## src/rtl/hilo_pkg.sv

```systemverilog
package hilo_pkg;

    // data path widths
    localparam int word_width = 32;

    typedef logic [word_width-1:0]   word_t;
    typedef logic [2*word_width-1:0] dword_t;

    // HI/LO operation carried by each issue lane
    // codes 6 and 7 are unused and decode as no operation
    typedef enum logic [2:0] {
        OP_NONE = 3'd0,
        OP_MTHI = 3'd1,
        OP_MTLO = 3'd2,
        OP_MULT = 3'd3,
        OP_MADD = 3'd4,
        OP_MSUB = 3'd5
    } hilo_op_e;

    // how a lane's operand combines with the held HI/LO pair
    typedef enum logic [1:0] {
        ACC_NONE = 2'd0,
        ACC_ADD  = 2'd1,
        ACC_SUB  = 2'd2
    } acc_mode_e;

    // split view, hi is the upper word
    typedef struct packed {
        word_t hi;
        word_t lo;
    } hilo_half_t;

    // one 64-bit value seen either whole or as its two halves
    typedef union packed {
        dword_t     whole;
        hilo_half_t half;
    } hilo_word_u;

    // register contents after reset
    localparam word_t reset_hi = '0;
    localparam word_t reset_lo = '0;

endpackage

```

## src/rtl/hilo_lane_decode.sv

```systemverilog
`timescale 1ns/100ps

module hilo_lane_decode (
    input  hilo_pkg::hilo_op_e   i_op,
    input  hilo_pkg::word_t      i_src,
    input  hilo_pkg::dword_t     i_prod,
    output logic                 o_write_hi,
    output logic                 o_write_lo,
    output hilo_pkg::acc_mode_e  o_mode,
    output hilo_pkg::hilo_word_u o_operand
);
    import hilo_pkg::*;

    // purely combinational, one instance per issue lane
    always_comb begin
        o_write_hi = 1'b0;
        o_write_lo = 1'b0;
        o_mode     = ACC_NONE;
        o_operand  = '0;

        case (i_op)
            // moves only touch their own half
            OP_MTHI: begin
                o_operand.half.hi = i_src;
                o_write_hi        = 1'b1;
            end

            OP_MTLO: begin
                o_operand.half.lo = i_src;
                o_write_lo        = 1'b1;
            end

            // full product replaces the pair
            OP_MULT: begin
                o_operand.whole = i_prod;
                o_write_hi      = 1'b1;
                o_write_lo      = 1'b1;
            end

            // accumulate forms keep the product whole so the
            // merge stage can carry across the LO/HI boundary
            OP_MADD: begin
                o_operand.whole = i_prod;
                o_write_hi      = 1'b1;
                o_write_lo      = 1'b1;
                o_mode          = ACC_ADD;
            end

            OP_MSUB: begin
                o_operand.whole = i_prod;
                o_write_hi      = 1'b1;
                o_write_lo      = 1'b1;
                o_mode          = ACC_SUB;
            end

            // OP_NONE and unused codes write nothing
            default: begin
                o_write_hi = 1'b0;
                o_write_lo = 1'b0;
            end
        endcase
    end

endmodule

```

## src/rtl/hilo_merge.sv

```systemverilog
`timescale 1ns/100ps

module hilo_merge (
    input  logic                 clk,
    input  logic                 reset,
    input  logic                 i_valid,
    input  logic                 i_write_hi1,
    input  logic                 i_write_lo1,
    input  hilo_pkg::acc_mode_e  i_mode1,
    input  hilo_pkg::hilo_word_u i_operand1,
    input  logic                 i_write_hi0,
    input  logic                 i_write_lo0,
    input  hilo_pkg::acc_mode_e  i_mode0,
    input  hilo_pkg::hilo_word_u i_operand0,
    input  logic                 i_ready,
    output logic                 o_ready,
    output logic                 o_valid,
    output hilo_pkg::word_t      o_hi,
    output hilo_pkg::word_t      o_lo
);
    import hilo_pkg::*;

    // stage register, holds one decoded pair
    logic       stage_valid;
    logic       stage_write_hi1;
    logic       stage_write_lo1;
    acc_mode_e  stage_mode1;
    hilo_word_u stage_operand1;
    logic       stage_write_hi0;
    logic       stage_write_lo0;
    acc_mode_e  stage_mode0;
    hilo_word_u stage_operand0;

    // architectural HI/LO, also the output payload
    word_t      hi_q;
    word_t      lo_q;
    logic       out_valid;

    hilo_word_u current;
    hilo_word_u cand1;
    hilo_word_u cand0;
    word_t      new_hi;
    word_t      new_lo;
    logic       accept;
    logic       advance;

    // value a single lane would leave in HI/LO on its own
    function automatic hilo_word_u lane_candidate(
        input acc_mode_e  mode,
        input hilo_word_u operand,
        input hilo_word_u held
    );
        hilo_word_u result;
        case (mode)
            ACC_ADD: result.whole = held.whole + operand.whole;
            ACC_SUB: result.whole = held.whole - operand.whole;
            default: result.whole = operand.whole;
        endcase
        return result;
    endfunction

    // handshake
    // stage moves on when the output slot is free or being drained
    assign advance = stage_valid && (!out_valid || i_ready);
    assign o_ready = !stage_valid || advance;
    assign accept  = i_valid && o_ready;

    always_ff @(posedge clk) begin
        if (reset) begin
            stage_valid <= 1'b0;
        end else if (accept) begin
            stage_valid <= 1'b1;
        end else if (advance) begin
            stage_valid <= 1'b0;
        end
    end

    always_ff @(posedge clk) begin
        if (accept) begin
            stage_write_hi1 <= i_write_hi1;
            stage_write_lo1 <= i_write_lo1;
            stage_mode1     <= i_mode1;
            stage_operand1  <= i_operand1;
            stage_write_hi0 <= i_write_hi0;
            stage_write_lo0 <= i_write_lo0;
            stage_mode0     <= i_mode0;
            stage_operand0  <= i_operand0;
        end
    end

    // both lanes accumulate against the pair held before this bundle
    assign current.half.hi = hi_q;
    assign current.half.lo = lo_q;

    assign cand1 = lane_candidate(stage_mode1, stage_operand1, current);
    assign cand0 = lane_candidate(stage_mode0, stage_operand0, current);

    // lane 0 is younger, so it takes priority per half
    always_comb begin
        if (stage_write_hi0) begin
            new_hi = cand0.half.hi;
        end else if (stage_write_hi1) begin
            new_hi = cand1.half.hi;
        end else begin
            new_hi = hi_q;
        end

        if (stage_write_lo0) begin
            new_lo = cand0.half.lo;
        end else if (stage_write_lo1) begin
            new_lo = cand1.half.lo;
        end else begin
            new_lo = lo_q;
        end
    end

    always_ff @(posedge clk) begin
        if (reset) begin
            hi_q <= reset_hi;
            lo_q <= reset_lo;
        end else if (advance) begin
            hi_q <= new_hi;
            lo_q <= new_lo;
        end
    end

    // output slot; HI/LO only change on advance, so they stay
    // stable while a result waits for i_ready
    always_ff @(posedge clk) begin
        if (reset) begin
            out_valid <= 1'b0;
        end else if (advance) begin
            out_valid <= 1'b1;
        end else if (i_ready) begin
            out_valid <= 1'b0;
        end
    end

    assign o_valid = out_valid;
    assign o_hi    = hi_q;
    assign o_lo    = lo_q;

endmodule

```

## src/rtl/hilo_unit.sv

```systemverilog
`timescale 1ns/100ps

module hilo_unit (
    input  logic               clk,
    input  logic               reset,
    input  logic               i_valid,
    input  hilo_pkg::hilo_op_e i_op1,
    input  hilo_pkg::word_t    i_src1,
    input  hilo_pkg::dword_t   i_prod1,
    input  hilo_pkg::hilo_op_e i_op0,
    input  hilo_pkg::word_t    i_src0,
    input  hilo_pkg::dword_t   i_prod0,
    input  logic               i_ready,
    output logic               o_ready,
    output logic               o_valid,
    output hilo_pkg::word_t    o_hi,
    output hilo_pkg::word_t    o_lo
);
    import hilo_pkg::*;

    // decoded lane 1, the older instruction
    logic       lane1_write_hi;
    logic       lane1_write_lo;
    acc_mode_e  lane1_mode;
    hilo_word_u lane1_operand;

    // decoded lane 0, the younger instruction
    logic       lane0_write_hi;
    logic       lane0_write_lo;
    acc_mode_e  lane0_mode;
    hilo_word_u lane0_operand;

    hilo_lane_decode lane1_decode (
        .i_op       (i_op1),
        .i_src      (i_src1),
        .i_prod     (i_prod1),
        .o_write_hi (lane1_write_hi),
        .o_write_lo (lane1_write_lo),
        .o_mode     (lane1_mode),
        .o_operand  (lane1_operand)
    );

    hilo_lane_decode lane0_decode (
        .i_op       (i_op0),
        .i_src      (i_src0),
        .i_prod     (i_prod0),
        .o_write_hi (lane0_write_hi),
        .o_write_lo (lane0_write_lo),
        .o_mode     (lane0_mode),
        .o_operand  (lane0_operand)
    );

    // stage register, HI/LO registers and both handshakes
    hilo_merge merge (
        .clk         (clk),
        .reset       (reset),
        .i_valid     (i_valid),
        .i_write_hi1 (lane1_write_hi),
        .i_write_lo1 (lane1_write_lo),
        .i_mode1     (lane1_mode),
        .i_operand1  (lane1_operand),
        .i_write_hi0 (lane0_write_hi),
        .i_write_lo0 (lane0_write_lo),
        .i_mode0     (lane0_mode),
        .i_operand0  (lane0_operand),
        .i_ready     (i_ready),
        .o_ready     (o_ready),
        .o_valid     (o_valid),
        .o_hi        (o_hi),
        .o_lo        (o_lo)
    );

endmodule

```

## config.mk

```make
export PLATFORM = sky130hd
export DESIGN_NAME = hilo_unit
export DESIGN_NICKNAME = d
export VERILOG_FILES = /design/src/rtl/hilo_pkg.sv /design/src/rtl/hilo_lane_decode.sv /design/src/rtl/hilo_merge.sv /design/src/rtl/hilo_unit.sv
export SDC_FILE = /design/constraint.sdc
export NUM_CORES = 1
export LEC_CHECK = 0
export BUFFER_PORTS_ARGS = -buffer_cell sky130_fd_sc_hd__buf_2
export CAP_MARGIN = 25
export CORE_MARGIN = 2
export CORE_UTILIZATION = 35
export CTS_BUF_LIST = sky130_fd_sc_hd__clkbuf_8
export DETAILED_ROUTE_END_ITERATION = 8
export SYNTH_ARGS = -nofsm -noshare
export SYNTH_HDL_FRONTEND = slang
export SYNTH_SLANG_ARGS = --single-unit
```

## constraint.sdc

```tcl
create_clock -name clk -period 4.9 [get_ports clk]
set_input_delay 0.245 -clock clk [delete_from_list [all_inputs] [get_ports clk]]
set_output_delay 0.245 -clock clk [all_outputs]
set_load 0.1 [all_outputs]
```

## Word level (Yosys, flattened, before mapping)

Index checks and enable logic that the tools add are counted.
W data, S select, Z words.

| operators by class | value |
|---|---|
| add/sub/neg operators | 4 |
| equal/unequal tests | 14 |
| multiplexer cells | 20 |
| reduce and logical (&&, ||, !) cells | 18 |

Operators by type and width:

| cell | count |
|---|---|
| $pmux W32 S2 | 4 |
| $pmux W64 S2 | 2 |
| $add A64 B64 Y64 | 2 |
| $mux W32 | 4 |
| $sub A64 B64 Y64 | 2 |
| $reduce_or A4 Y1 | 4 |
| $eq A3 B2 Y1 const B | 4 |
| $eq A3 B3 Y1 const B | 4 |
| $mux W1 | 8 |
| $pmux W2 S2 | 2 |
| $reduce_bool A2 Y1 | 4 |
| $eq A3 B1 Y1 const B | 2 |
| $reduce_or A3 Y1 | 2 |
| $eq A2 B1 Y1 const B | 2 |
| $eq A2 B2 Y1 const B | 2 |
| $reduce_and A2 Y1 | 2 |
| $logic_and A1 B1 Y1 | 2 |
| $logic_not A1 Y1 | 2 |
| $logic_or A1 B1 Y1 | 2 |

| storage, ports and cells | value |
|---|---|
| bits in registers | 202 |
| bits of input ports | 202 |

## Longest topological paths before layout

| logic depth | value |
|---|---|
| depth in word-level cells | 6 |
| gate-level depth with buffers | 23 |

## Hierarchy

A second synthesis with hierarchy kept.

| unflattened totals | value |
|---|---|
| cell total of the unflattened synthesis | 2790 |
| area, all modules | 21653.3 um^2 |

By module, submodules not included:

| module | instances | cells each | area each (um^2) | sequential area each (um^2) |
|---|---|---|---|---|
| hilo_merge | 1 | 2254 | 18222.5 | 5405.2 |
| hilo_lane_decode | 2 | 268 | 1715.4 | 0.0 |

## Worst setup path after synthesis

OpenSTA, ideal clock, no wires.

| timing | value |
|---|---|
| path kind | reg2reg |
| from | reg merge.out_valid (netlist: merge.o_valid) |
| to | reg merge.stage_mode0[0] (enable) |
| setup time | 0.511 ns |
| arrival | 4.845 ns |
| required time | 4.389 ns |
| path slack | -0.455 ns |
| stages on the path, launching flop included | 4 |
| path buffers | 0 |
| period minus slack after synthesis | 5.355 ns |
| path through | dfxtp_1 > nor2b_1 > nand2_1 > and2_1 |

| between the ends | value |
|---|---|
| cells in the longest elaborated chain, start to end | 5 |

Ends and longest elaborated chain:

| element | line | RTL |
|---|---|---|
| start, declared | hilo_merge.sv:37 | `logic out_valid;` |
| start signal, assigned | hilo_merge.sv:131 | `out_valid <= 1'b0;` |
| start signal, assigned | hilo_merge.sv:133 | `out_valid <= 1'b1;` |
| start signal, assigned | hilo_merge.sv:135 | `out_valid <= 1'b0;` |
| $logic_not A1 Y1 | hilo_merge.sv:64 | `assign advance = stage_valid && (!out_valid \|\| i_ready);` |
| $logic_or A1 B1 Y1 | hilo_merge.sv:64 |  |
| $logic_and A1 B1 Y1 | hilo_merge.sv:64 |  |
| $logic_or A1 B1 Y1 | hilo_merge.sv:65 | `assign o_ready = !stage_valid \|\| advance;` |
| named net o_ready | hilo_unit.sv:14 | `output logic o_ready,` |
| $logic_and A1 B1 Y1 | hilo_merge.sv:66 | `assign accept = i_valid && o_ready;` |
| named net merge.accept | hilo_merge.sv:44 | `logic accept;` |
| end signal, assigned | hilo_merge.sv:86 | `stage_mode0 <= i_mode0;` |
| end, declared | hilo_merge.sv:31 | `acc_mode_e stage_mode0;` |

The timed path passes the listed nets, and every way through them passes these cells.
A chain may end at the register's enable or synchronous reset.

## Final worst setup path

| timing | value |
|---|---|
| from | reg merge.stage_operand0[3] (netlist bit) |
| to | reg merge.hi_q[20] (netlist: merge.o_hi[20]) |

| between the ends | value |
|---|---|
| cells in the longest elaborated chain, start to end | 3 |
| elaborated cells on any way between the ends | 4 |
| classes of those cells | 2 x add/sub; 2 x mux |

Ends and longest elaborated chain:

| element | line | RTL |
|---|---|---|
| start, declared | hilo_merge.sv:32 | `hilo_word_u stage_operand0;` |
| start signal, assigned | hilo_merge.sv:87 | `stage_operand0 <= i_operand0;` |
| $sub A64 B64 Y64 / $add A64 B64 Y64 (equally long branches) | hilo_merge.sv:56, hilo_merge.sv:55 |  |
| $pmux W64 S2 (*) | hilo_merge.sv:54 | `case (mode)` |
| $mux W32 (*) | hilo_merge.sv:100 | `if (stage_write_hi0) begin` |
| end signal, assigned | hilo_merge.sv:119 | `hi_q <= reset_hi;` |
| end signal, assigned | hilo_merge.sv:122 | `hi_q <= new_hi;` |
| end, declared | hilo_merge.sv:35 | `word_t hi_q;` |

Mark *: on every way between the ends. The rest lies on a longest branch, timed or not.

==> qor.csv <==
metric,value,unit
clock share of power,22.8,%
"top cells by area, synth","edfxtp_1 (21%), ha_1 (8.2%), xnor2_1 (7.9%)",
simple-gate share of the synthesized area,19.1,%
Netlist Area Pre-Place,0.0198,mm²
Most used DFF post-synth,edfxtp_1,
outcome,finished with violations,
Die Height,242,µm
r2r setup slk,-0.17,ns
"Distinct cells, synth",89,
register area share after synthesis,27.3,%
initial antenna violation count,1,
Critical Path RT,5.38,ns
worst skew pair latency,0.62,ns
Switching Fraction,41.0,%
syn avg cell area,8.03,µm²
Placed Cells incl. Taps,3717,
HPWL Detailed,68.0,mm
Placed Area,0.0245,mm²
Layout Cells excl Fill,3979,
post-route cell area,0.0276,mm²
Pint,4.28,mW
worst hold slack,0.0237,ns
worst vdd ir,0.172,mV
Core Area,0.0562,mm²
most frequent cells in the layout,"buf_4 (405), buf_2 (267), nand2_1 (252)",
post-route minimum period,5.07,ns
Slew Limit Headroom,29.8,%
Yosys top cell area share,20.6,%
die area,0.0586,mm²
CP Max Fanout,4,
crit end category,flop,
final wirelength,86.6,mm
worst r2r src,merge.stage_operand0[3]$_DFFE_PP_,
CTS Buffer Depth,3,
leakage power,12.2,nW
Mapped Nets,2805,
crit-path cells,or4_4 -> or4_4 -> nor3_2 -> and3b_2 -> and3b_2 -> nand2_4 -> buf_6 -> nor3_4 -> buf_4 -> a21oi_2 -> xnor2_2 -> ha_1 -> and3_4 -> a221o_1 -> a21oi_2 -> nor2_1 -> a2111oi_2 -> o41a_1 -> o21ai_1 -> xor2_1 -> a221oi_1 -> nor3_1,
number of synthesized flops with an enable pin,136,
DR vias/cell,5.63,
Worst Skew,0.0262,ns
routability congestion estimate,1.10,
Routed wire per std cell,21.8,µm
Crit-path slowest cell,or4_4,
fraction of synthesis flops using an asynchronous set or reset pin,0,%
Max Cap Violations,0,
largest net degree at the start of global routing,76,
Worst Path Arrival,5.55,ns
first-pass GRT wire length,129,mm
Sink Count,202,
RSZ-0062 raised after global routing,true,
Worst-path clk slew,0.07,ns
drt pass-1 iters,5,
worst hold path startpoint,i_prod0[56],
post-synthesis mux area share,0.833,%
number of global-route vias before repair,21000,
num rows,87,
Hold WC Path Type,primary input to flop,
layout cells sized above 1,27.3,%
Vias,22400,
complex-gate fraction of the synthesized area,30.0,%
failing checks,negative setup slack,
R2R depth,22,
final core utilization,49.2,%
Worst-Margin Slew,1.05,ns
Max Freq,197,MHz
Seq pwr share,30.3,%
Adder-Cell Fraction of Synth Area,8.40,%
root buf cell,clkbuf_8,
Min-Delay Endpoint,merge.stage_operand0[56]$_DFFE_PP_,
post-synth top area cell,edfxtp_1,
clock buffer count from CTS,38,
"commonest non-fill, non-tap cell in the layout",buf_4,
"Largest stage delay, worst path",0.54,ns
XOR/XNOR share of the synthesized area,10.4,%
CTS tree,built,
largest family of logic cells by synthesized area,compound AO/OA/AOI/OAI gates,
nets,3530,
flip-flop and latch count after synthesis,202,
Final Worst Setup Slack,-0.170,ns
# H-tree levels,2,
FILL cells,5494,
"antenna viol nets, final",0,
Total GRT Usage,28.4,%
Slew Limit Fails,0,
gr ovfl total,0,
FF-to-FF End,merge.o_hi[20]$_SDFFE_PP0P_,
Die W,242,µm
net switching power,2.98,mW
logic gate share of total power,46.9,%
final setup fails,23,
hold path depth,2,
Gate Count Post-Synth,2471,
IO Pins,268,
Initial Util,35.3,%
pwr/cell area,263,mW/mm²
detailed-route DRC error count,0,
IO Port Bufs,267,
Area Growth Syn to Fin,39.3,%
Yosys warning count,0,
crit path launch type,flop,
final hold vios,0,
DR iter-0 viols,2159,
critical path class,flop to flop,
final period utilization,103,%
[power by group through the flow]
stage | registers [mW] | clock network, mW | logic (mW)
global placement | 2.22 | 0 | 3.09
finish | 2.20 | 1.65 | 3.40
CTS | 2.19 | 1.70 | 3.29
detailed placement | 2.22 | 0 | 3.10
floorplan | 2.40 | 0 | 1.68
global route | 2.21 | 1.77 | 3.65
[worst max-delay path: cells and delay by family, from the launching register on]
| family | cells | cell delay (ns) |
|---|---|---|
| AOI/OAI and AO/OA | 7 | 1.40 |
| xor gates and xnor gates | 2 | 0.33 |
| adders and majority gates | 1 | 0.33 |
| buffers and inverters | 2 | 0.29 |
| DFF | 1 | 0.38 |
| and+or+nand+nor | 10 | 2.21 |
[worst max-delay path by stage]
stage               cells after the start                          end  slack (ns)                         startpoint
CTS                                    21  merge.o_hi[15]$_SDFFE_PP0P_       -0.15  merge.stage_operand0[3]$_DFFE_PP_
floorplan                              23  merge.o_hi[15]$_SDFFE_PP0P_       -0.21  merge.stage_operand0[4]$_DFFE_PP_
global placement                       21  merge.o_hi[23]$_SDFFE_PP0P_       -0.22  merge.stage_operand1[0]$_DFFE_PP_
finish                                 22  merge.o_hi[20]$_SDFFE_PP0P_       -0.17  merge.stage_operand0[3]$_DFFE_PP_
detailed placement                     23  merge.o_hi[26]$_SDFFE_PP0P_       -0.34  merge.stage_operand0[4]$_DFFE_PP_
global route                           22  merge.o_hi[20]$_SDFFE_PP0P_       -0.41  merge.stage_operand0[3]$_DFFE_PP_
[state kept, by name (all words and copies together), names as in the netlist]
signal	count
merge.o_lo	32
merge.o_hi	32
merge.stage_operand1	64
merge.stage_mode1	2
merge.stage_write_hi1	1
merge.stage_write_lo1	1
merge.o_valid	1
merge.stage_operand0	64
merge.stage_write_lo0	1
merge.stage_valid	1
merge.stage_write_hi0	1
merge.stage_mode0	2
[stage by stage]
stage	setup slack [ns]	power [mW]	TNS [ns]
2_1_floorplan	-0.210	4.07	-0.392
3_3_place_gp	-0.218	5.31	-2.51
6_report	-0.170	7.25	-1.27
3_5_place_dp	-0.344	5.32	-3.81
4_1_cts	-0.146	7.17	-0.797
5_1_grt	-0.414	7.63	-8.16
[area by class of cell]
type / count / area [µm²] / area share [%]
flip-flops and latches: 202 / 5410 / 19.6
clock buffers: 44 / 606 / 2.19
well taps: 756 / 946 / 3.42
clock inverters: 22 / 130 / 0.471
inverters: 58 / 218 / 0.788
multi-input cells: 2054 / 14200 / 51.5
diodes: 1 / 2.50 / 0.00906
repair buffers: 842 / 6100 / 22.1
[layer usage]
metal | global-route usage, % | up-vias | share of wire (%)
met4 | 8.08 | 0 | 2.8
met3 | 3.57 | 108 | 6.9
met2 | 41.5 | 982 | 41
met5 | 0 | - | 0
li1 | - | 10700 | -
met1 | 43.2 | 10600 | 49
[cells in the mapped netlist (27+ instances only)]
| cell | count |
|---|---|
| nand2b_1 | 34 |
| ha_1 | 130 |
| nand4_1 | 37 |
| xor2_1 | 57 |
| a21o_1 | 83 |
| a21oi_1 | 266 |
| dfxtp_1 | 66 |
| inv_1 | 58 |
| o21ai_0 | 123 |
| o211ai_1 | 77 |
| a22o_1 | 123 |
| nor3_1 | 68 |
| a31oi_1 | 37 |
| and3_1 | 27 |
| xnor2_1 | 178 |
| edfxtp_1 | 136 |
| nand3_1 | 36 |
| clkbuf_1 | 138 |
| nand2_1 | 257 |
| nor2_1 | 181 |
| nor2b_1 | 28 |
[logic make-up (layout without fill, tap and decap cells)]
group	Yosys count	in the layout
XOR/XNOR	235	235
AND/OR/NAND/NOR	777	777
AO/OA/AOI/OAI	894	894
buffers and inverters	215	966
other	0	1
adder cells (fa/ha/maj)	132	132
flip-flops	202	202
multiplexers	16	16
[timing repair]
item / 4_1_cts / 5_1_grt
endpoints found under the hold margin: 114 / 1
pin swaps: 47 / 43
hold buffers: 164 / 1
setup buffers: 21 / 9
setup endpoints to repair: 26 / 40
resized for setup: 74 / 67
Power figures use the tool's default switching activity.
